$ cat src/hdl/ctrl_defs.svh
//////////////////////////////
// width macros for the core controller
// fast IRQ count must fit in CTRL_FAST_ID_W bits
// cause width holds the interrupt flag in its top bit
//////////////////////////////

`ifndef CTRL_DEFS_SVH
`define CTRL_DEFS_SVH

// data word, PC and mtval width
`define CTRL_XLEN 32

// compressed instruction width
`define CTRL_HALF 16

// fast interrupt lines and their index width
`define CTRL_NUM_FAST_IRQ 15
`define CTRL_FAST_ID_W 4

// mcause code width, bit 5 marks an interrupt
`define CTRL_CAUSE_W 6

`endif
$ cat src/hdl/ctrl_pkg.sv
//////////////////////////////
// controller types, widths taken from the defs header
// cause codes follow the RISC-V privileged spec
//////////////////////////////

`include "ctrl_defs.svh"

package ctrl_pkg;

  typedef logic [`CTRL_XLEN-1:0]         word_t;
  typedef logic [`CTRL_HALF-1:0]         half_t;
  typedef logic [`CTRL_NUM_FAST_IRQ-1:0] irq_fast_t;
  typedef logic [`CTRL_FAST_ID_W-1:0]    fast_id_t;

  // fetch address source
  typedef enum logic [1:0] {PC_BOOT, PC_JUMP, PC_EXC, PC_ERET} pc_sel_e;

  // handler address source
  typedef enum logic {EXC_PC_IRQ, EXC_PC_EXC} exc_pc_sel_e;

  // fast interrupt n maps to 48 + n
  typedef enum logic [`CTRL_CAUSE_W-1:0] {
    EXC_CAUSE_INSTR_ACCESS_FAULT = 6'd1,
    EXC_CAUSE_ILLEGAL_INSN       = 6'd2,
    EXC_CAUSE_BREAKPOINT         = 6'd3,
    EXC_CAUSE_ECALL_UMODE        = 6'd8,
    EXC_CAUSE_ECALL_MMODE        = 6'd11,
    EXC_CAUSE_IRQ_SOFTWARE_M     = 6'd35,
    EXC_CAUSE_IRQ_TIMER_M        = 6'd39,
    EXC_CAUSE_IRQ_EXTERNAL_M     = 6'd43,
    EXC_CAUSE_IRQ_FAST_0         = 6'd48,
    EXC_CAUSE_IRQ_NM             = 6'd63
  } exc_cause_e;

  typedef enum logic [1:0] {PRIV_LVL_U = 2'b00, PRIV_LVL_M = 2'b11} priv_lvl_e;

  typedef enum logic [2:0] {
    RESET, BOOT_SET, WAIT_SLEEP, SLEEP, FIRST_FETCH, DECODE, FLUSH, IRQ_TAKEN
  } ctrl_fsm_e;

endpackage

$ cat src/hdl/ctrl_top.sv
//////////////////////////////
// core controller top, exception unit + irq arbiter + FSM
//////////////////////////////

`timescale 1ns/1ps

module ctrl_top import ctrl_pkg::*; (
  input  logic        clk_i,
  input  logic        rst_ni,
  input  logic        fetch_enable_i,
  // decoder and IF/ID register
  input  logic        instr_valid_i,
  input  logic        illegal_insn_i,
  input  logic        ecall_insn_i,
  input  logic        ebrk_insn_i,
  input  logic        mret_insn_i,
  input  logic        wfi_insn_i,
  input  logic        instr_fetch_err_i,
  input  logic        instr_fetch_err_plus2_i,
  input  logic        instr_is_compressed_i,
  input  word_t       instr_i,
  input  half_t       instr_compressed_i,
  input  word_t       pc_id_i,
  // CSR state
  input  priv_lvl_e   priv_mode_i,
  input  logic        csr_mstatus_tw_i,
  input  logic        csr_mstatus_mie_i,
  // interrupts
  input  logic        irq_nm_i,
  input  logic        irq_pending_i,
  input  irq_fast_t   irq_fast_i,
  input  logic        irq_external_i,
  input  logic        irq_software_i,
  // ID/EX status
  input  logic        stall_id_i,
  input  logic        lsu_req_in_id_i,
  input  logic        branch_set_i,
  input  logic        jump_set_i,
  output logic        ctrl_busy_o,
  output logic        instr_req_o,
  output logic        pc_set_o,
  output pc_sel_e     pc_mux_o,
  output exc_pc_sel_e exc_pc_mux_o,
  output exc_cause_e  exc_cause_o,
  output word_t       csr_mtval_o,
  output logic        csr_save_if_o,
  output logic        csr_save_id_o,
  output logic        csr_save_cause_o,
  output logic        csr_restore_mret_o,
  output logic        id_in_ready_o,
  output logic        instr_valid_clear_o,
  output logic        flush_id_o,
  output logic        controller_run_o,
  output logic        nmi_mode_o
);

  logic       in_flush, special_req, fetch_err_branch, exc_req, mret, wfi;
  logic       handle_irq, irq_is_nmi;
  exc_cause_e exc_cause, irq_cause;
  word_t      mtval;

  ctrl_exc_unit u_exc_unit (
    .clk_i, .rst_ni, .instr_valid_i, .illegal_insn_i, .ecall_insn_i, .ebrk_insn_i,
    .mret_insn_i, .wfi_insn_i, .instr_fetch_err_i, .instr_fetch_err_plus2_i,
    .instr_is_compressed_i, .instr_i, .instr_compressed_i, .pc_id_i, .priv_mode_i,
    .csr_mstatus_tw_i,
    .in_flush_i         (in_flush),
    .special_req_o      (special_req),
    .fetch_err_branch_o (fetch_err_branch),
    .exc_req_o          (exc_req),
    .mret_o             (mret),
    .wfi_o              (wfi),
    .exc_cause_o        (exc_cause),
    .mtval_o            (mtval)
  );

  ctrl_irq_arbiter u_irq_arbiter (
    .irq_nm_i, .irq_pending_i, .csr_mstatus_mie_i, .irq_fast_i, .irq_external_i,
    .irq_software_i,
    .nmi_mode_i   (nmi_mode_o),
    .handle_irq_o (handle_irq),
    .irq_cause_o  (irq_cause),
    .irq_is_nmi_o (irq_is_nmi)
  );

  ctrl_fsm u_fsm (
    .clk_i, .rst_ni, .fetch_enable_i, .instr_valid_i, .stall_id_i, .lsu_req_in_id_i,
    .branch_set_i, .jump_set_i, .irq_nm_i, .irq_pending_i,
    .special_req_i      (special_req),
    .fetch_err_branch_i (fetch_err_branch),
    .exc_req_i          (exc_req),
    .mret_i             (mret),
    .wfi_i              (wfi),
    .handle_irq_i       (handle_irq),
    .irq_is_nmi_i       (irq_is_nmi),
    .exc_cause_i        (exc_cause),
    .irq_cause_i        (irq_cause),
    .mtval_i            (mtval),
    .ctrl_busy_o, .instr_req_o, .pc_set_o, .pc_mux_o, .exc_pc_mux_o, .exc_cause_o,
    .csr_mtval_o, .csr_save_if_o, .csr_save_id_o, .csr_save_cause_o, .csr_restore_mret_o,
    .id_in_ready_o, .instr_valid_clear_o, .flush_id_o, .controller_run_o, .nmi_mode_o,
    .in_flush_o         (in_flush)
  );

endmodule

$ cat src/hdl/ctrl_fsm.sv
//////////////////////////////
// controller FSM with one FLUSH cycle per special request
// no writeback stage and no debug mode
// pc_mux_o is only meaningful while pc_set_o is high
//////////////////////////////

`timescale 1ns/1ps

module ctrl_fsm import ctrl_pkg::*; (
  input  logic        clk_i,
  input  logic        rst_ni,
  input  logic        fetch_enable_i,
  input  logic        instr_valid_i,
  input  logic        stall_id_i,
  input  logic        lsu_req_in_id_i,
  input  logic        branch_set_i,
  input  logic        jump_set_i,
  input  logic        irq_nm_i,
  input  logic        irq_pending_i,
  input  logic        special_req_i,
  input  logic        fetch_err_branch_i,
  input  logic        exc_req_i,
  input  logic        mret_i,
  input  logic        wfi_i,
  input  logic        handle_irq_i,
  input  logic        irq_is_nmi_i,
  input  exc_cause_e  exc_cause_i,
  input  exc_cause_e  irq_cause_i,
  input  word_t       mtval_i,
  output logic        ctrl_busy_o,
  output logic        instr_req_o,
  output logic        pc_set_o,
  output pc_sel_e     pc_mux_o,
  output exc_pc_sel_e exc_pc_mux_o,
  output exc_cause_e  exc_cause_o,
  output word_t       csr_mtval_o,
  output logic        csr_save_if_o,
  output logic        csr_save_id_o,
  output logic        csr_save_cause_o,
  output logic        csr_restore_mret_o,
  output logic        id_in_ready_o,
  output logic        instr_valid_clear_o,
  output logic        flush_id_o,
  output logic        controller_run_o,
  output logic        nmi_mode_o,
  output logic        in_flush_o
);

  ctrl_fsm_e state_q, state_d;
  logic      nmi_mode_q, nmi_mode_d;
  logic      halt_if, retain_id, flush_id;

  always_comb begin
    state_d            = state_q;
    nmi_mode_d         = nmi_mode_q;
    ctrl_busy_o        = 1'b1;
    instr_req_o        = 1'b1;
    pc_set_o           = 1'b0;
    pc_mux_o           = PC_BOOT;
    exc_pc_mux_o       = EXC_PC_IRQ;
    exc_cause_o        = irq_cause_i;
    csr_mtval_o        = '0;
    csr_save_if_o      = 1'b0;
    csr_save_id_o      = 1'b0;
    csr_save_cause_o   = 1'b0;
    csr_restore_mret_o = 1'b0;
    controller_run_o   = 1'b0;
    halt_if            = 1'b0;
    retain_id          = 1'b0;
    flush_id           = 1'b0;

    unique case (state_q)
      RESET: begin
        // boot PC already on the mux while waiting for enable
        instr_req_o = 1'b0;
        pc_set_o    = 1'b1;
        if (fetch_enable_i) begin
          state_d = BOOT_SET;
        end else begin
          ctrl_busy_o = 1'b0;
        end
      end
      BOOT_SET: begin
        pc_set_o = 1'b1;
        state_d  = FIRST_FETCH;
      end
      WAIT_SLEEP: begin
        ctrl_busy_o = 1'b0;
        instr_req_o = 1'b0;
        halt_if     = 1'b1;
        flush_id    = 1'b1;
        state_d     = SLEEP;
      end
      SLEEP: begin
        instr_req_o = 1'b0;
        halt_if     = 1'b1;
        flush_id    = 1'b1;
        // any pending source wakes even with MIE clear
        if (irq_nm_i || irq_pending_i) begin
          state_d = FIRST_FETCH;
        end else begin
          ctrl_busy_o = 1'b0;
        end
      end
      FIRST_FETCH: begin
        // ID is ready here whenever it is not stalled
        if (!stall_id_i) begin
          state_d = DECODE;
        end
        if (handle_irq_i) begin
          state_d = IRQ_TAKEN;
          halt_if = 1'b1;
        end
      end
      DECODE: begin
        // run mode while a valid instr sits in ID
        controller_run_o = instr_valid_i;
        pc_mux_o         = PC_JUMP;
        if (special_req_i) begin
          // keep the instr in ID for FLUSH to inspect
          retain_id = 1'b1;
          state_d   = FLUSH;
        end
        if ((branch_set_i || jump_set_i) && !fetch_err_branch_i) begin
          pc_set_o = 1'b1;
        end
        // interrupt waits for the current instr to finish
        if (handle_irq_i && (stall_id_i || lsu_req_in_id_i)) begin
          halt_if = 1'b1;
        end
        if (handle_irq_i && !stall_id_i && !lsu_req_in_id_i && !special_req_i) begin
          state_d = IRQ_TAKEN;
          halt_if = 1'b1;
        end
      end
      IRQ_TAKEN: begin
        pc_mux_o     = PC_EXC;
        exc_pc_mux_o = EXC_PC_IRQ;
        if (handle_irq_i) begin
          pc_set_o         = 1'b1;
          csr_save_if_o    = 1'b1;
          csr_save_cause_o = 1'b1;
          if (irq_is_nmi_i) begin
            nmi_mode_d = 1'b1;
          end
        end
        state_d = DECODE;
      end
      FLUSH: begin
        halt_if  = 1'b1;
        flush_id = 1'b1;
        state_d  = DECODE;
        if (exc_req_i) begin
          // epc is the PC of the instr in ID
          pc_set_o         = 1'b1;
          pc_mux_o         = PC_EXC;
          exc_pc_mux_o     = EXC_PC_EXC;
          csr_save_id_o    = 1'b1;
          csr_save_cause_o = 1'b1;
          exc_cause_o      = exc_cause_i;
          csr_mtval_o      = mtval_i;
        end else if (mret_i) begin
          pc_set_o           = 1'b1;
          pc_mux_o           = PC_ERET;
          csr_restore_mret_o = 1'b1;
          // leaving the NMI handler
          nmi_mode_d         = 1'b0;
        end else if (wfi_i) begin
          state_d = WAIT_SLEEP;
        end
      end
      default: begin
        instr_req_o = 1'b0;
        state_d     = RESET;
      end
    endcase
  end

  ////////////////////////////////
  // IF/ID stall control
  ////////////////////////////////

  assign id_in_ready_o       = ~stall_id_i & ~halt_if & ~retain_id;
  // retain keeps valid set unless a flush kills it
  assign instr_valid_clear_o = ~(stall_id_i | retain_id) | flush_id;
  assign flush_id_o          = flush_id;
  assign nmi_mode_o          = nmi_mode_q;
  assign in_flush_o          = (state_q == FLUSH);

  always_ff @(posedge clk_i or negedge rst_ni) begin
    if (!rst_ni) begin
      state_q    <= RESET;
      nmi_mode_q <= 1'b0;
    end else begin
      state_q    <= state_d;
      nmi_mode_q <= nmi_mode_d;
    end
  end

endmodule

$ cat src/hdl/ctrl_irq_arbiter.sv
//////////////////////////////
// interrupt take decision and cause encode
// timer is the fallback cause, no timer line needed
//////////////////////////////

`timescale 1ns/1ps
`include "ctrl_defs.svh"

module ctrl_irq_arbiter import ctrl_pkg::*; (
  input  logic       irq_nm_i,
  input  logic       irq_pending_i,
  input  logic       csr_mstatus_mie_i,
  input  irq_fast_t  irq_fast_i,
  input  logic       irq_external_i,
  input  logic       irq_software_i,
  input  logic       nmi_mode_i,
  output logic       handle_irq_o,
  output exc_cause_e irq_cause_o,
  output logic       irq_is_nmi_o
);

  fast_id_t mfip_id;

  // no nesting while an NMI handler runs
  assign handle_irq_o = ~nmi_mode_i & (irq_nm_i | (irq_pending_i & csr_mstatus_mie_i));
  assign irq_is_nmi_o = irq_nm_i & ~nmi_mode_i;

  // ascending scan so the highest set line wins
  always_comb begin
    mfip_id = '0;
    for (int i = 0; i < `CTRL_NUM_FAST_IRQ; i++) begin
      if (irq_fast_i[i]) begin
        mfip_id = fast_id_t'(i);
      end
    end
  end

  // nmi > fast > external > software > timer
  always_comb begin
    if (irq_nm_i) begin
      irq_cause_o = EXC_CAUSE_IRQ_NM;
    end else if (irq_fast_i != '0) begin
      // top two bits give the irq flag and the +16 offset
      irq_cause_o = exc_cause_e'({2'b11, mfip_id});
    end else if (irq_external_i) begin
      irq_cause_o = EXC_CAUSE_IRQ_EXTERNAL_M;
    end else if (irq_software_i) begin
      irq_cause_o = EXC_CAUSE_IRQ_SOFTWARE_M;
    end else begin
      irq_cause_o = EXC_CAUSE_IRQ_TIMER_M;
    end
  end

endmodule

$ cat src/hdl/ctrl_exc_unit.sv
//////////////////////////////
// synchronous exception detect and prioritisation
// cause and mtval only hold meaning in FLUSH with exc_req_o set
//////////////////////////////

`timescale 1ns/1ps
`include "ctrl_defs.svh"

module ctrl_exc_unit import ctrl_pkg::*; (
  input  logic       clk_i,
  input  logic       rst_ni,
  input  logic       instr_valid_i,
  input  logic       illegal_insn_i,
  input  logic       ecall_insn_i,
  input  logic       ebrk_insn_i,
  input  logic       mret_insn_i,
  input  logic       wfi_insn_i,
  input  logic       instr_fetch_err_i,
  input  logic       instr_fetch_err_plus2_i,
  input  logic       instr_is_compressed_i,
  input  word_t      instr_i,
  input  half_t      instr_compressed_i,
  input  word_t      pc_id_i,
  input  priv_lvl_e  priv_mode_i,
  input  logic       csr_mstatus_tw_i,
  input  logic       in_flush_i,
  output logic       special_req_o,
  output logic       fetch_err_branch_o,
  output logic       exc_req_o,
  output logic       mret_o,
  output logic       wfi_o,
  output exc_cause_e exc_cause_o,
  output word_t      mtval_o
);

  logic ecall, ebrk, fetch_err, illegal_umode;
  logic illegal_insn_d, illegal_insn_q;
  logic exc_req_d, exc_req_q;

  // decoder flags carry no valid of their own
  assign ecall     = ecall_insn_i & instr_valid_i;
  assign ebrk      = ebrk_insn_i & instr_valid_i;
  assign mret_o    = mret_insn_i & instr_valid_i;
  assign wfi_o     = wfi_insn_i & instr_valid_i;
  assign fetch_err = instr_fetch_err_i & instr_valid_i;

  // MRET always M-mode only, WFI only when TW traps it
  assign illegal_umode = (priv_mode_i != PRIV_LVL_M) & (mret_o | (csr_mstatus_tw_i & wfi_o));

  // dropped in FLUSH so a handled request does not repeat
  assign illegal_insn_d = ((illegal_insn_i & instr_valid_i) | illegal_umode) & ~in_flush_i;
  assign exc_req_d      = (ecall | ebrk | illegal_insn_d | fetch_err) & ~in_flush_i;

  assign special_req_o      = mret_o | wfi_o | exc_req_d;
  // only reason a branch may not redirect
  assign fetch_err_branch_o = fetch_err & ~in_flush_i;
  assign exc_req_o          = exc_req_q;

  always_ff @(posedge clk_i or negedge rst_ni) begin
    if (!rst_ni) begin
      exc_req_q      <= 1'b0;
      illegal_insn_q <= 1'b0;
    end else begin
      exc_req_q      <= exc_req_d;
      illegal_insn_q <= illegal_insn_d;
    end
  end

  // fetch error > illegal > ecall > ebreak
  always_comb begin
    exc_cause_o = EXC_CAUSE_BREAKPOINT;
    mtval_o     = '0;
    if (fetch_err) begin
      exc_cause_o = EXC_CAUSE_INSTR_ACCESS_FAULT;
      // fault may sit in the upper half of a straddling instr
      mtval_o     = instr_fetch_err_plus2_i ? (pc_id_i + word_t'(2)) : pc_id_i;
    end else if (illegal_insn_q) begin
      exc_cause_o = EXC_CAUSE_ILLEGAL_INSN;
      mtval_o     = instr_is_compressed_i ?
                    {{(`CTRL_XLEN-`CTRL_HALF){1'b0}}, instr_compressed_i} : instr_i;
    end else if (ecall) begin
      exc_cause_o = (priv_mode_i == PRIV_LVL_M) ? EXC_CAUSE_ECALL_MMODE : EXC_CAUSE_ECALL_UMODE;
    end
  end

endmodule

$ cat config.mk
export PLATFORM = sky130hd
export DESIGN_NAME = ctrl_top
export DESIGN_NICKNAME = d
export VERILOG_FILES = /design/src/hdl/ctrl_pkg.sv /design/src/hdl/ctrl_top.sv /design/src/hdl/ctrl_fsm.sv /design/src/hdl/ctrl_irq_arbiter.sv /design/src/hdl/ctrl_exc_unit.sv
export VERILOG_INCLUDE_DIRS = /design/src /design/src/hdl
export SDC_FILE = /design/constraint.sdc
export NUM_CORES = 1
export LEC_CHECK = 0
export BUFFER_PORTS_ARGS = -buffer_cell sky130_fd_sc_hd__buf_2
export CAP_MARGIN = 0
export CORE_MARGIN = 2
export CORE_UTILIZATION = 33
export CTS_BUF_LIST = sky130_fd_sc_hd__clkbuf_8
export CTS_CLUSTER_DIAMETER = 60
export CTS_CLUSTER_SIZE = 24
export DETAILED_ROUTE_END_ITERATION = 12
export HOLD_SLACK_MARGIN = 0.15
export PLACE_DENSITY = 0.72
export SKIP_CTS_REPAIR_TIMING = 1
export SLEW_MARGIN = 25
export SYNTH_ARGS = -nofsm -noshare
export SYNTH_HDL_FRONTEND = slang
export SYNTH_SLANG_ARGS = --single-unit
$ cat constraint.sdc
create_clock -name clk_i -period 2.7 [get_ports clk_i]
set_input_delay 0.54 -clock clk_i [delete_from_list [all_inputs] [get_ports clk_i]]
set_output_delay 0.54 -clock clk_i [all_outputs]
set_load 0.01 [all_outputs]
== After elaboration in Yosys (flattened, before gate mapping) ==
Index checks and enable logic that the tools add are counted.
W data, S select, Z words.
Storage, ports and cells
  register bits: 6
  bits of input ports: 119
Operators by class
  add/subtract/negate cells: 1
  eq/ne operators: 17
  reduce and logical (&&, ||, !) cells: 20
  bitwise logic cells: 32
  mux-type cells: 70
Operators by type and width (count)
  $mux W32: 6
  $mux W6: 8
  $mux W3: 14
  $add A32 B2 Y32 const B: 1
  $mux W4: 7
  $pmux W3 S8: 1
  $mux W1: 23
  $and A1 B1 Y1: 16
  $reduce_bool A15 Y1: 1
  $eq A3 B3 Y1 const B: 4
  $mux W2: 5
  $ne A2 B2 Y1 const B: 5
  $or A1 B1 Y1: 10
  $eq A3 B2 Y1 const B: 2
  $not A1 Y1: 6
  $pmux W1 S3: 2
  $pmux W2 S3: 1
  $reduce_or A3 Y1: 2
  $logic_and A1 B1 Y1: 5
  $reduce_and A5 Y1: 1
  $logic_not A1 Y1: 4
  $ne A2 B1 Y1 const B: 2
  $pmux W1 S2: 2
  $pmux W1 S4: 1
  9 further kinds: 11

== Longest topological paths before layout ==
Gate-level depths: netlist of run 1.
  word-level depth: 18
  gate-level depth with buffers: 7
  gate-level depth less buffers: 6

== Hierarchy ==
A second synthesis of run 1 with hierarchy kept.
Second synthesis, totals
  cell total of the unflattened synthesis: 340
  area total of the unflattened synthesis: 2451.1 um2
By module, submodules not included
  ctrl_exc_unit: cells an instance 211, area each 1500.2 um2, instances 1
  ctrl_fsm: cells an instance 95, area each 725.7 um2, instances 1
  ctrl_irq_arbiter: cells an instance 34, area each 225.2 um2, instances 1

== Worst setup path before layout of run 1 ==
No wires, ideal clock.
  path kind: input-to-output
  start point: input port pc_id_i[9]
  end point: output port csr_mtval_o[28]
  stages: 6
  data required time: 2.160 ns
  data arrival time: 2.031 ns
  setup slack: 0.129 ns
  cells stage by stage: nand3_2 or4_4 buf_6 nor4b_2 xnor2_1 a211oi_1
On the way
  longest elaborated chain between the ends: 5
Ends and longest elaborated chain
  from (decl): RTL line ctrl_top.sv:23  | input word_t pc_id_i,
  $add A32 B2 Y32: RTL line ctrl_exc_unit.sv:76  | mtval_o = instr_fetch_err_plus2_i ? (pc_id_i + word_t'(2)) : pc_id_i;
  $mux W32: RTL line ctrl_exc_unit.sv:76
  $mux W32: RTL line ctrl_exc_unit.sv:73  | if (fetch_err) begin
  $mux W32: RTL line ctrl_fsm.sv:153  | if (exc_req_i) begin
  $mux W32: RTL line ctrl_fsm.sv:72  | unique case (state_q)
  to (decl): RTL line ctrl_top.sv:45  | output word_t csr_mtval_o,
No other way between the ends.

== Worst setup path in the final report of run 1 ==
  start point: input port ecall_insn_i
  end point: output port id_in_ready_o
On the way
  longest elaborated chain between the ends: 13
Ends and longest elaborated chain
  from (decl): RTL line ctrl_top.sv:14  | input logic ecall_insn_i,
  $and A1 B1 Y1 (*): RTL line ctrl_exc_unit.sv:41  | assign ecall = ecall_insn_i & instr_valid_i;
  $or A1 B1 Y1 (*) (3 in a row): RTL line ctrl_exc_unit.sv:52  | assign exc_req_d = (ecall | ebrk | illegal_insn_d | fetch_err) & ~in_flush_i;
  $and A1 B1 Y1 (*): RTL line ctrl_exc_unit.sv:52
  $or A1 B1 Y1 (*): RTL line ctrl_exc_unit.sv:54  | assign special_req_o = mret_o | wfi_o | exc_req_d;
  $logic_not A1 Y1: RTL line ctrl_fsm.sv:131  | if (handle_irq_i && !stall_id_i && !lsu_req_in_id_i && !special_req_i) begin
  $logic_and A1 B1 Y1: RTL line ctrl_fsm.sv:131
  $mux W1: RTL line ctrl_fsm.sv:131
  $pmux W1 S3: RTL line ctrl_fsm.sv:72
  $not A1 Y1: RTL line ctrl_fsm.sv:183  | assign id_in_ready_o = ~stall_id_i & ~halt_if & ~retain_id;
  $and A1 B1 Y1: RTL line ctrl_fsm.sv:183
  $and A1 B1 Y1 (*): RTL line ctrl_fsm.sv:183
  to (decl): RTL line ctrl_top.sv:50  | output logic id_in_ready_o,
Mark *: on every way between the ends. The rest lies on a longest branch, timed or not.

==> Flow_metrics.wiki, run 1 <==
{| class="wikitable"
! Metric !! Value
|-
| Result of the run || finished clean
|-
| Effective utilization at floorplan || 0.337
|-
| Die width || 81.1 um
|-
| GP Congestion || 0.879
|-
| Number of antenna violations at the first check in global routing || 0
|-
| Final routed DRC violation total || 0
|-
| Aggregate global-route resource usage || 0.236
|-
| Final wirelength || 8.18 mm
|-
| Clk network pwr share || 0.117
|-
| Cell class contributing the biggest share of worst-path delay || compound AO/OA/AOI/OAI gates
|-
| Most used cells in the layout excluding fill and tap cells || sky130_fd_sc_hd__buf_2 (165), sky130_fd_sc_hd__nand2_1 (37), sky130_fd_sc_hd__nor2_1 (29), sky130_fd_sc_hd__buf_4 (27), sky130_fd_sc_hd__a21oi_1 (20)
|-
| Final hold violations || 0
|-
| Type of the worst min-delay path || flop to flop
|-
| Library cell used as clock root buffer || sky130_fd_sc_hd__clkbuf_8
|-
| Net count of the finished layout || 609
|-
| Data required time at the worst endpoint || 2160 ps
|-
| Number of placed I/O pins || 172
|-
| Maximum number of buffers from clock root to sink || 2
|-
| Signal arrival time at the worst endpoint || 2100 ps
|-
| Peak fanout along the critical path || 4
|-
| Number of flip-flops and latches in the synthesized netlist || 6
|-
| Switching share of power || 0.487
|-
| Number of failing setup endpoints in the final timing report || 0
|-
| CP Launch Type || primary input
|-
| Power density normalized to cell area || about 350 mW/mm^2
|-
| Leading cell type in the layout, fill and taps excluded || sky130_fd_sc_hd__buf_2
|-
| Fin cells || 562
|-
| Fin. max-slew vios || 0
|-
| Clock tree from TritonCTS || yes
|-
| Final Instance Area || 0.00321 sq mm
|-
| Detail Route Antenna Nets || 0
|-
| Endpoint kind of the worst setup timing path || primary output
|-
| Register clock-pin slew on the reported worst setup and hold paths || 30 ps
|-
| Slew of the pin with the lowest slew margin || 377 ps
|-
| Shortest period the worst path allows || ~2600 ps
|-
| Total number of vias || 3055
|-
| Max incr delay on CP || 530 ps
|-
| Final design utilization || 0.552
|-
| Max-cap violation count || 0
|-
| Slowest stage cell, crit path || sky130_fd_sc_hd__or4_4
|-
| Share of flip-flops with an asynchronous set or reset || 1.00
|-
| HPWL Detailed || 6.65 mm
|-
| Reported net switching power || approximately 0.00054 W
|-
| Combined flip-flop and latch cell area || 150 sq um
|-
| RSZ-0062 raised after global routing || true
|-
| Remaining Overflow, GRT || 0
|-
| Placed Cells || about 560
|-
| Post-synth EDFFs || 0
|-
| Number of buffers added on ports || 171
|-
| Crit path kind || primary input to primary output
|-
| Layout filler cell count || 567
|-
| Net count after synthesis || approximately 420
|-
| Detailed router's first-iteration violation count || 126
|-
| Part of the Yosys area used for sequential elements || 0.0766
|-
| Largest vdd supply drop || ~0.28 mV
|-
| Die Y-Extent || 81.1 um
|-
| Share of layout cells above drive strength 1 || 0.460
|-
| Number of cell rows || 28
|-
| Number of H-tree levels || 1
|-
| Global-route wire length before repair || about 12 mm
|-
| Buffers and inverters on the worst path || 2
|-
| Count of warnings emitted by yosys || 0
|-
| Share of the cycle needed by the critical path after routing || 0.978
|-
| Post-synth top flop || sky130_fd_sc_hd__dfrtp_1
|-
| Total Power || 0.00112 W
|-
| Synthesized instance count || 303
|-
| Internal power of the cells || 0.000573 W
|-
| Vias in the first global route || approximately 2800
|-
| Drt pass-1 iters || 5
|-
| Most frequent cell on the critical path || sky130_fd_sc_hd__buf_2
|-
| Diodes inserted || 0
|-
| Max Clock Freq || around 380 MHz
|-
| Die footprint || 0.00657 sq mm
|-
| Growth of design area from synthesis to finish || 63.6%
|-
| Reported leakage power || between 1.5 and 2 nW
|-
| Post-synthesis instance area || 0.00196 sq mm
|-
| Via count normalized by instance count || 5.44
|-
| Synth cell types || 49
|-
| Sequence of cells on the critical path || buf_2, or4_4, o31a_1, a21o_1, a311oi_2, buf_2
|-
| Clock buffer count from CTS || 3
|-
| Slew margin rel. || 0.746
|-
| Count of clock tree sinks || 6
|-
| Comb pwr share || 0.748
|-
| Core area || 0.00582 sq mm
|-
| Routed len/inst || 14.6 um
|-
| Sequential Power Share || 0.135
|-
| Clk_lat worst skew || 220 ps
|-
| Placed instance area || 0.00300 sq mm
|-
| Area occupied by multi-input gates || 0.00178 sq mm
|-
| Clock tree skew after final layout || between 1 and 1.5 ps
|-
| Post-Syn Area per Cell || 6.47 sq um
|-
| Pin count of the biggest net entering global routing || 20
|}
## through the flow
step,setup TNS (ps),worst slack [ps],hold WS [ps]
6_report,0,60.7,529
5_1_grt,-73.7,-39.3,571
4_1_cts,-6.22,-6.22,143
3_5_place_dp,0,12.3,377
3_3_place_gp,0,22.2,374
2_1_floorplan,0,129,244
## cell usage after synthesis (2+ instances only)
master,n,area (sq um)
sky130_fd_sc_hd__o211ai_1,4,30.0
sky130_fd_sc_hd__mux2i_1,14,140
sky130_fd_sc_hd__and3_2,2,15.0
sky130_fd_sc_hd__nor4_1,8,50.1
sky130_fd_sc_hd__nor4b_2,2,30.0
sky130_fd_sc_hd__o22ai_1,10,62.6
sky130_fd_sc_hd__nor3_1,11,55.1
sky130_fd_sc_hd__nand4_1,12,75.1
sky130_fd_sc_hd__a31oi_1,5,31.3
sky130_fd_sc_hd__and3_1,4,25.0
sky130_fd_sc_hd__o21ai_0,18,90.1
sky130_fd_sc_hd__and2_1,2,12.5
sky130_fd_sc_hd__clkbuf_1,12,45.0
sky130_fd_sc_hd__nand2_1,38,143
sky130_fd_sc_hd__a22oi_1,3,22.5
sky130_fd_sc_hd__dfrtp_1,6,150
sky130_fd_sc_hd__mux2_2,3,33.8
sky130_fd_sc_hd__a21o_1,4,30.0
sky130_fd_sc_hd__or3_1,2,12.5
sky130_fd_sc_hd__buf_6,3,33.8
sky130_fd_sc_hd__and4_1,2,17.5
sky130_fd_sc_hd__inv_1,7,26.3
sky130_fd_sc_hd__o31ai_1,2,15.0
sky130_fd_sc_hd__xor2_1,15,131
sky130_fd_sc_hd__nand3_1,17,85.1
sky130_fd_sc_hd__buf_4,2,15.0
sky130_fd_sc_hd__nor2_1,29,109
sky130_fd_sc_hd__nor2b_1,2,12.5
sky130_fd_sc_hd__a21oi_1,20,100
sky130_fd_sc_hd__o22a_1,2,17.5
sky130_fd_sc_hd__nand2b_1,3,18.8
sky130_fd_sc_hd__a211oi_1,9,67.6
sky130_fd_sc_hd__xnor2_1,14,123
## path summary, 6_finish.rpt
path	startpoint	to	slack, ps	cells after the start
hold / removal	u_fsm.nmi_mode_o$_DFFE_PN0P_	u_fsm.nmi_mode_o$_DFFE_PN0P_	530	1
min in group asynchronous	rst_ni	u_fsm.state_q[0]$_DFFE_PN0P_	690	2
setup reg to reg	u_fsm.state_q[0]$_DFFE_PN0P_	u_fsm.nmi_mode_o$_DFFE_PN0P_	1360	4
max in group asynchronous	rst_ni	u_fsm.nmi_mode_o$_DFFE_PN0P_	1860	2
setup / recovery	ecall_insn_i	id_in_ready_o	60	6
hold reg to reg	u_fsm.nmi_mode_o$_DFFE_PN0P_	u_fsm.nmi_mode_o$_DFFE_PN0P_	530	1
## cell type report
| cell class | count | share of cell area |
|---|---|---|
| Clock buffer | 3 | 0.0129 |
| Inverter | 9 | 0.0105 |
| Multi-Input combinational cell | 270 | 0.553 |
| Sequential cell | 6 | 0.0468 |
| Tap cell | 75 | 0.0293 |
| Timing Repair Buffer | 199 | 0.347 |
## layer usage
| layer | vias up | wire (um) | track usage |
|---|---|---|---|
| met5 | - | 0 | 0 |
| met4 | 0 | 180 | 0.0729 |
| met3 | 18 | 809 | 0.0378 |
| met2 | 174 | 3990 | 0.442 |
| met1 | 1364 | 3200 | 0.273 |
| li1 | 1499 | - | - |
## power by group through the flow
stage / sequential [W] / clock (W) / combinational, W
2_1_floorplan: 0.000150 / 0 / 0.000453
5_1_grt: 0.000157 / 0.000145 / 0.000919
4_1_cts: 0.000150 / 0.000137 / 0.000808
3_3_place_gp: 0.000151 / 0 / 0.000795
6_report: 0.000151 / 0.000130 / 0.000836
3_5_place_dp: 0.000151 / 0 / 0.000805
## state kept, by name, indices dropped and copies added (netlist names)
register                   count
u_exc_unit.illegal_insn_q      1
u_exc_unit.exc_req_o           1
u_fsm.nmi_mode_o               1
u_fsm.state_q                  3
## cells by family after synthesis
group / after synthesis / share of synthesized area
simple gates: 141 / 0.373
compound gates: 82 / 0.259
xor+xnor: 29 / 0.130
buf+inv: 27 / 0.0670
mux: 17 / 0.0887
flops: 6 / 0.0766
fa+ha+maj: 1 / 0.00638
(Power assumes the default switching activity.)
==> run 2, diff against run 1 <==
- CTS_BUF_LIST: sky130_fd_sc_hd__clkbuf_8 -> sky130_fd_sc_hd__clkbuf_16
- GPL_ROUTABILITY_DRIVEN: not set -> 0
- RECOVER_POWER: not set -> 50
==> run 2 against run 1 <==
Effect of this change:
- final area up 0.74%
- hold slack better by 4.4 ps
- die area is the same
- clock skew increased by 0.70 ps
- highest routed layer unchanged
==> Flow_metrics.wiki, run 2 (synthesis results as in run 1) <==
{| class="wikitable"
! Metric !! Value
|-
| Count of clock tree sinks || 6 (unchanged)
|-
| Sequential Power Share || 0.124 (was 0.135)
|-
| HPWL Detailed || 6.65 mm (unchanged)
|-
| Vias in the first global route || 2771 (unchanged)
|-
| Fin. max-slew vios || 0 (unchanged)
|-
| Critical register-to-register path startpoint || u_fsm.state_q[0]$_DFFE_PN0P_ (unchanged)
|-
| Endpoint kind of the worst setup timing path || primary output (unchanged)
|-
| Worst setup slack before clock tree synthesis || 12.3 ps (unchanged)
|-
| Internal power of the cells || 0.000663 W (was 0.000573 W)
|-
| Number of antenna violations at the first check in global routing || 0 (unchanged)
|-
| Growth of design area from synthesis to finish || 64.8% (was 63.6%)
|-
| Final design utilization || 0.556 (was 0.552)
|-
| Clock tree from TritonCTS || yes (unchanged)
|-
| Final hold violations || 0 (unchanged)
|-
| Effective utilization at floorplan || 0.337 (unchanged)
|-
| Crit path kind || primary input to primary output (unchanged)
|-
| Diodes inserted || 0 (unchanged)
|-
| Remaining Overflow, GRT || 0 (unchanged)
|-
| Share of layout cells above drive strength 1 || 0.448 (was 0.460)
|-
| Number of buffers added on ports || 171 (unchanged)
|-
| Routed len/inst || 14.7 um (was 14.6 um)
|-
| Reported net switching power || 0.000561 W (was 0.000545 W)
|-
| Sum of negative setup slack || 0 ps (unchanged)
|-
| Cells on Worst Hold Path || 1 (unchanged)
|-
| Global-route wire length before repair || 12.4 mm (about the same)
|-
| Max-cap violation count || 0 (unchanged)
|-
| Total number of vias || 3047 (was 3055)
|-
| Share of the cycle needed by the critical path after routing || 0.984 (was 0.978)
|-
| Register-to-Register Setup Slack || 1360 ps (about the same)
|-
| Number of flip-flops in the largest register || 3 (unchanged)
|-
| Die Y-Extent || 81.1 um (unchanged)
|-
| Largest vdd supply drop || 0.268 mV (was 0.275 mV)
|-
| Leading cell type in the layout, fill and taps excluded || sky130_fd_sc_hd__buf_2 (unchanged)
|-
| Detailed router's first-iteration violation count || 127 (was 126)
|-
| Pin count of the biggest net entering global routing || 20 (unchanged)
|-
| Aggregate global-route resource usage || 0.237 (was 0.236)
|-
| Register clock-pin slew on the reported worst setup and hold paths || 30 ps (about the same)
|-
| Clock buffer count from CTS || 3 (unchanged)
|-
| Number of placed I/O pins || 172 (unchanged)
|-
| Maximum number of buffers from clock root to sink || 2 (unchanged)
|-
| CP Launch Type || primary input (unchanged)
|-
| Final wirelength || 8.25 mm (was 8.18 mm)
|-
| Fin cells || 562 (unchanged)
|-
| Placed instance area || 0.00300 sq mm (unchanged)
|-
| Detail Route Antenna Nets || 0 (unchanged)
|-
| Placed Cells || 556 (unchanged)
|-
| Clk network pwr share || 0.194 (was 0.117)
|-
| Core area || 0.00582 sq mm (unchanged)
|-
| Terminus of the critical flop-to-flop path || u_fsm.nmi_mode_o$_DFFE_PN0P_ (unchanged)
|-
| Peak fanout along the critical path || 4 (unchanged)
|-
| Number of H-tree levels || 1 (unchanged)
|-
| RSZ-0062 raised after global routing || true (unchanged)
|-
| Drt pass-1 iters || 5 (unchanged)
|-
| Post-layout worst setup margin || 42.5 ps (was 60.7 ps)
|-
| Data required time at the worst endpoint || 2160 ps (about the same)
|-
| Final routed DRC violation total || 0 (unchanged)
|-
| Net count of the finished layout || 609 (unchanged)
|-
| Slew of the pin with the lowest slew margin || 513 ps (was 377 ps)
|-
| Via count normalized by instance count || 5.42 (was 5.44)
|-
| Number of cell rows || 28 (unchanged)
|-
| Final Instance Area || 0.00323 sq mm (was 0.00321 sq mm)
|-
| Number of failing setup endpoints in the final timing report || 0 (unchanged)
|-
| Register with the most flip-flops || u_fsm.state_q (unchanged)
|-
| Type of the worst min-delay path || flop to flop (unchanged)
|-
| Most used cells in the layout excluding fill and tap cells || sky130_fd_sc_hd__buf_2 (160), sky130_fd_sc_hd__nand2_1 (37), sky130_fd_sc_hd__nor2_1 (29), sky130_fd_sc_hd__buf_4 (27), sky130_fd_sc_hd__a21oi_1 (20) (was sky130_fd_sc_hd__buf_2 (165), sky130_fd_sc_hd__nand2_1 (37), sky130_fd_sc_hd__nor2_1 (29), sky130_fd_sc_hd__buf_4 (27), sky130_fd_sc_hd__a21oi_1 (20))
|-
| Library cell used as clock root buffer || sky130_fd_sc_hd__clkbuf_16 (was sky130_fd_sc_hd__clkbuf_8)
|-
| Result of the run || finished clean (unchanged)
|-
| Number of cells on the worst reg-to-reg path || 4 (unchanged)
|-
| Reported leakage power || 1.59 nW (about the same)
|-
| Die footprint || 0.00657 sq mm (unchanged)
|-
| Shortest period the worst path allows || 2660 ps (was 2640 ps)
|-
| Power density normalized to cell area || 379 mW/mm^2 (was 348 mW/mm^2)
|-
| Beginning of the critical path || ecall_insn_i (unchanged)
|-
| Max Clock Freq || 376 MHz (was 379 MHz)
|-
| Die width || 81.1 um (unchanged)
|-
| Signal arrival time at the worst endpoint || 2120 ps (was 2100 ps)
|-
| Clk_lat worst skew || 230 ps (was 220 ps)
|-
| Comb pwr share || 0.682 (was 0.748)
|-
| Last element of the critical path || id_in_ready_o (unchanged)
|-
| Clock tree skew after final layout || 1.85 ps (was 1.15 ps)
|-
| Switching share of power || 0.458 (was 0.487)
|-
| Slew margin rel. || 0.658 (was 0.746)
|}
## run 2: layout make-up
type                       count  area [sq um]
fill                         567          2580
sequential                     6           150
clock buffer                   3          75.1
multi-input combinational    270          1770
inverter                       9          33.8
tap                           75          93.8
timing repair buffer         199          1110
## run 2: worst min-delay path by stage
stage                                       from                             end
CTS                                       rst_ni    u_fsm.state_q[0]$_DFFE_PN0P_
detailed placement                        rst_ni    u_fsm.state_q[1]$_DFFE_PN0P_
global placement                          rst_ni    u_fsm.nmi_mode_o$_DFFE_PN0P_
floorplan                                 rst_ni  u_exc_unit.exc_req_o$_DFF_PN0_
global route        u_fsm.nmi_mode_o$_DFFE_PN0P_    u_fsm.nmi_mode_o$_DFFE_PN0P_
finish              u_fsm.nmi_mode_o$_DFFE_PN0P_    u_fsm.nmi_mode_o$_DFFE_PN0P_
## run 2: power by group through the flow
stage,combinational [W],clock (W),sequential [W]
6_report,0.000835,0.000238,0.000152
4_1_cts,0.000808,0.000246,0.000150
5_1_grt,0.000914,0.000250,0.000157
2_1_floorplan,0.000453,0,0.000150
3_3_place_gp,0.000795,0,0.000151
3_5_place_dp,0.000805,0,0.000151
## run 2: stage by stage
stage	hold slack (ps)	power, W
5_1_grt	575	0.00132
6_report	533	0.00122
3_3_place_gp	374	0.000946
2_1_floorplan	244	0.000603
3_5_place_dp	377	0.000956
4_1_cts	135	0.00120
## run 2: critical path: stages
cell and delay [ps]:
sky130_fd_sc_hd__clkbuf_1 110, sky130_fd_sc_hd__or4_1 550, sky130_fd_sc_hd__o31a_1 290, sky130_fd_sc_hd__a21o_1 200, sky130_fd_sc_hd__a311oi_2 260, sky130_fd_sc_hd__buf_2 170
## run 2: metal layers
metal  vias to the layer above  routed length [um]  GRT usage
li1                       1500                   -          -
met4                         0                 178     0.0831
met1                      1358                3290      0.273
met3                        16                 760     0.0344
met5                         -                   0          0
met2                       173                4020      0.443
==> run 3, diff against run 2 <==
- CTS_BUF_LIST: sky130_fd_sc_hd__clkbuf_16 -> not set
- GPL_ROUTABILITY_DRIVEN: 0 -> not set
==> run 3 against run 2 <==
Effect of this change:
- critical path depth is the same
- first-iteration DRC count shrank 15%
- sequential power is essentially flat
- critical endpoint unchanged
- register-to-register slack is essentially flat
- clock-buffer cell count is the same
- power shrank 8.8%
- via count shrank 0.23%
- utilization shrank 0.58 points
- highest routed layer unchanged
- die area is the same
- worst setup slack gained 3.4 ps
==> Flow_metrics.wiki, run 3 (synthesis results as in run 1) <==
{| class="wikitable"
! Metric !! Value
|-
| Crit path kind || primary input to primary output (unchanged)
|-
| Total number of vias || 3040 (was 3047)
|-
| Final routed DRC violation total || 0 (unchanged)
|-
| Pin count of the biggest net entering global routing || 20 (unchanged)
|-
| Clk_lat worst skew || 220 ps (was 230 ps)
|-
| Remaining Overflow, GRT || 0 (unchanged)
|-
| Reported leakage power || 1.57 nW (was 1.59 nW)
|-
| HPWL Detailed || 6.65 mm (unchanged)
|-
| Power density normalized to cell area || 349 mW/mm^2 (was 379 mW/mm^2)
|-
| Die footprint || 0.00657 sq mm (unchanged)
|-
| Detail Route Antenna Nets || 0 (unchanged)
|-
| Detailed router's first-iteration violation count || 108 (was 127)
|-
| Sequence of cells on the critical path || clkbuf_1, or4_1, o31a_1, a21o_1, a311oi_2, buf_2 (unchanged)
|-
| Aggregate global-route resource usage || 0.236 (was 0.237)
|-
| Register with the most flip-flops || u_fsm.state_q (unchanged)
|-
| Buffers and inverters on the worst path || 2 (unchanged)
|-
| Die width || 81.1 um (unchanged)
|-
| Routed len/inst || 14.6 um (was 14.7 um)
|-
| Number of failing setup endpoints in the final timing report || 0 (unchanged)
|-
| Met1 capacity usage during global routing || 0.273 (unchanged)
|-
| Largest vdd supply drop || 0.265 mV (was 0.268 mV)
|-
| Share of the cycle needed by the critical path after routing || 0.983 (was 0.984)
|-
| Signal arrival time at the worst endpoint || 2110 ps (was 2120 ps)
|-
| RSZ-0062 raised after global routing || true (unchanged)
|-
| Max incr delay on CP || 550 ps (about the same)
|-
| Placed Cells || 556 (unchanged)
|-
| Cell class contributing the biggest share of worst-path delay || compound AO/OA/AOI/OAI gates (unchanged)
|-
| Drt pass-1 iters || 5 (unchanged)
|-
| Number of H-tree levels || 1 (unchanged)
|-
| Shortest period the worst path allows || 2650 ps (was 2660 ps)
|-
| Global-route wire length before repair || 12.4 mm (about the same)
|-
| Leading cell type in the layout, fill and taps excluded || sky130_fd_sc_hd__buf_2 (unchanged)
|-
| WHS || 533 ps (about the same)
|-
| Endpoint kind of the worst setup timing path || primary output (unchanged)
|-
| Number of buffers added on ports || 171 (unchanged)
|-
| Most used cells in the layout excluding fill and tap cells || sky130_fd_sc_hd__buf_2 (160), sky130_fd_sc_hd__nand2_1 (37), sky130_fd_sc_hd__nor2_1 (29), sky130_fd_sc_hd__buf_4 (27), sky130_fd_sc_hd__a21oi_1 (20) (unchanged)
|-
| Slew margin rel. || 0.665 (was 0.658)
|-
| Clock tree from TritonCTS || yes (unchanged)
|-
| Fin. max-slew vios || 0 (unchanged)
|-
| Effective utilization at floorplan || 0.337 (unchanged)
|-
| Worst hold path startpoint || u_fsm.nmi_mode_o$_DFFE_PN0P_ (unchanged)
|-
| Total Power || 0.00112 W (was 0.00122 W)
|-
| Number of cell rows || 28 (unchanged)
|-
| Maximum number of buffers from clock root to sink || 2 (unchanged)
|-
| Final hold violations || 0 (unchanged)
|-
| Slowest stage cell, crit path || sky130_fd_sc_hd__or4_1 (unchanged)
|-
| Via count normalized by instance count || 5.41 (was 5.42)
|-
| Beginning of the critical path || ecall_insn_i (unchanged)
|-
| Peak fanout along the critical path || 4 (unchanged)
|-
| Vias in the first global route || 2771 (unchanged)
|-
| Net count of the finished layout || 609 (unchanged)
|-
| Library cell used as clock root buffer || sky130_fd_sc_hd__clkbuf_8 (was sky130_fd_sc_hd__clkbuf_16)
|-
| GP Congestion || 0.879
|-
| Clock tree skew after final layout || 1.76 ps (was 1.85 ps)
|-
| Count of clock tree sinks || 6 (unchanged)
|-
| Share of layout cells above drive strength 1 || 0.448 (unchanged)
|-
| Busiest grt layer || met2 (unchanged)
|-
| Core area || 0.00582 sq mm (unchanged)
|-
| Clock buffer count from CTS || 3 (unchanged)
|-
| Met2 Track Usage GR || 0.442 (was 0.443)
|-
| Slew of the pin with the lowest slew margin || 502 ps (was 513 ps)
|-
| Final wirelength || 8.20 mm (was 8.25 mm)
|-
| Register clock-pin slew on the reported worst setup and hold paths || 30 ps (about the same)
|-
| Critical register-to-register path startpoint || u_fsm.state_q[0]$_DFFE_PN0P_ (unchanged)
|-
| Number of placed I/O pins || 172 (unchanged)
|-
| Number of flip-flops in the largest register || 3 (unchanged)
|-
| Growth of design area from synthesis to finish || 63.1% (was 64.8%)
|-
| Max Clock Freq || 377 MHz (was 376 MHz)
|-
| Diodes inserted || 0 (unchanged)
|-
| Die Y-Extent || 81.1 um (unchanged)
|-
| Data required time at the worst endpoint || 2160 ps (about the same)
|-
| Fin cells || 562 (unchanged)
|-
| Max-cap violation count || 0 (unchanged)
|-
| Met3 capacity usage during global routing || 0.0378 (was 0.0344)
|-
| Result of the run || finished clean (unchanged)
|-
| Number of antenna violations at the first check in global routing || 0 (unchanged)
|-
| CP Launch Type || primary input (unchanged)
|-
| Type of the worst min-delay path || flop to flop (unchanged)
|}
run 3: cell counts in the layout (fill, tap and decap cells not counted):
No cell type changed its count.
run 3: worst paths after layout:
kind	cells past startpoint	slack (ps)	to
min in group asynchronous	2	760	u_fsm.state_q[0]$_DFFE_PN0P_
worst min register to register	1	530	u_fsm.nmi_mode_o$_DFFE_PN0P_
worst max register to register	4	1360	u_fsm.nmi_mode_o$_DFFE_PN0P_
max in group asynchronous	2	1690	u_fsm.nmi_mode_o$_DFFE_PN0P_
worst min-delay path	1	530	u_fsm.nmi_mode_o$_DFFE_PN0P_
worst max-delay path	6	50	id_in_ready_o
run 3: layout make-up:
cell class                      count  area, sq um
Sequential cell                     6          150
Tap cell                           75         93.8
Multi-Input combinational cell    270         1770
Clock buffer                        3         41.3
Inverter                            9         33.8
Timing Repair Buffer              199         1110
Fill cell                         573         2620
run 3: where the power goes:
group / total (W) / switching, W / leakage, nW / internal (W)
clock network: 0.000131 / 0.0000354 / 0.0216 / 0.0000955
registers: 0.000151 / 0.0000295 / 0.0670 / 0.000122
logic: 0.000834 / 0.000482 / 1.48 / 0.000351
total: 0.00112 / 0.000547 / 1.57 / 0.000569
run 3: per-stage QoR:
stage / area (sq um) / util / worst slack (ps) / setup TNS, ps
6_report: 3200 / 0.550 / 45.9 / 0
5_1_grt: 3200 / 0.550 / -39.3 / -99.8
4_1_cts: 3040 / 0.523 / -6.22 / -6.22
3_5_place_dp: 3000 / 0.516 / 12.3 / 0
3_3_place_gp: 3000 / 0.516 / 22.2 / 0
2_1_floorplan: 1960 / - / 129 / 0
run 3: metal layers:
| metal | vias up | wire (um) |
|---|---|---|
| li1 | 1499 | - |
| met5 | - | 0 |
| met3 | 16 | 783 |
| met1 | 1356 | 3250 |
| met4 | 0 | 164 |
| met2 | 169 | 4010 |
run 3: worst register-to-register path, delay by kind of cell (launching register included):
kind	cells	cell delay, ps
simple gates	2	490
flops	1	360
compound gates	2	350
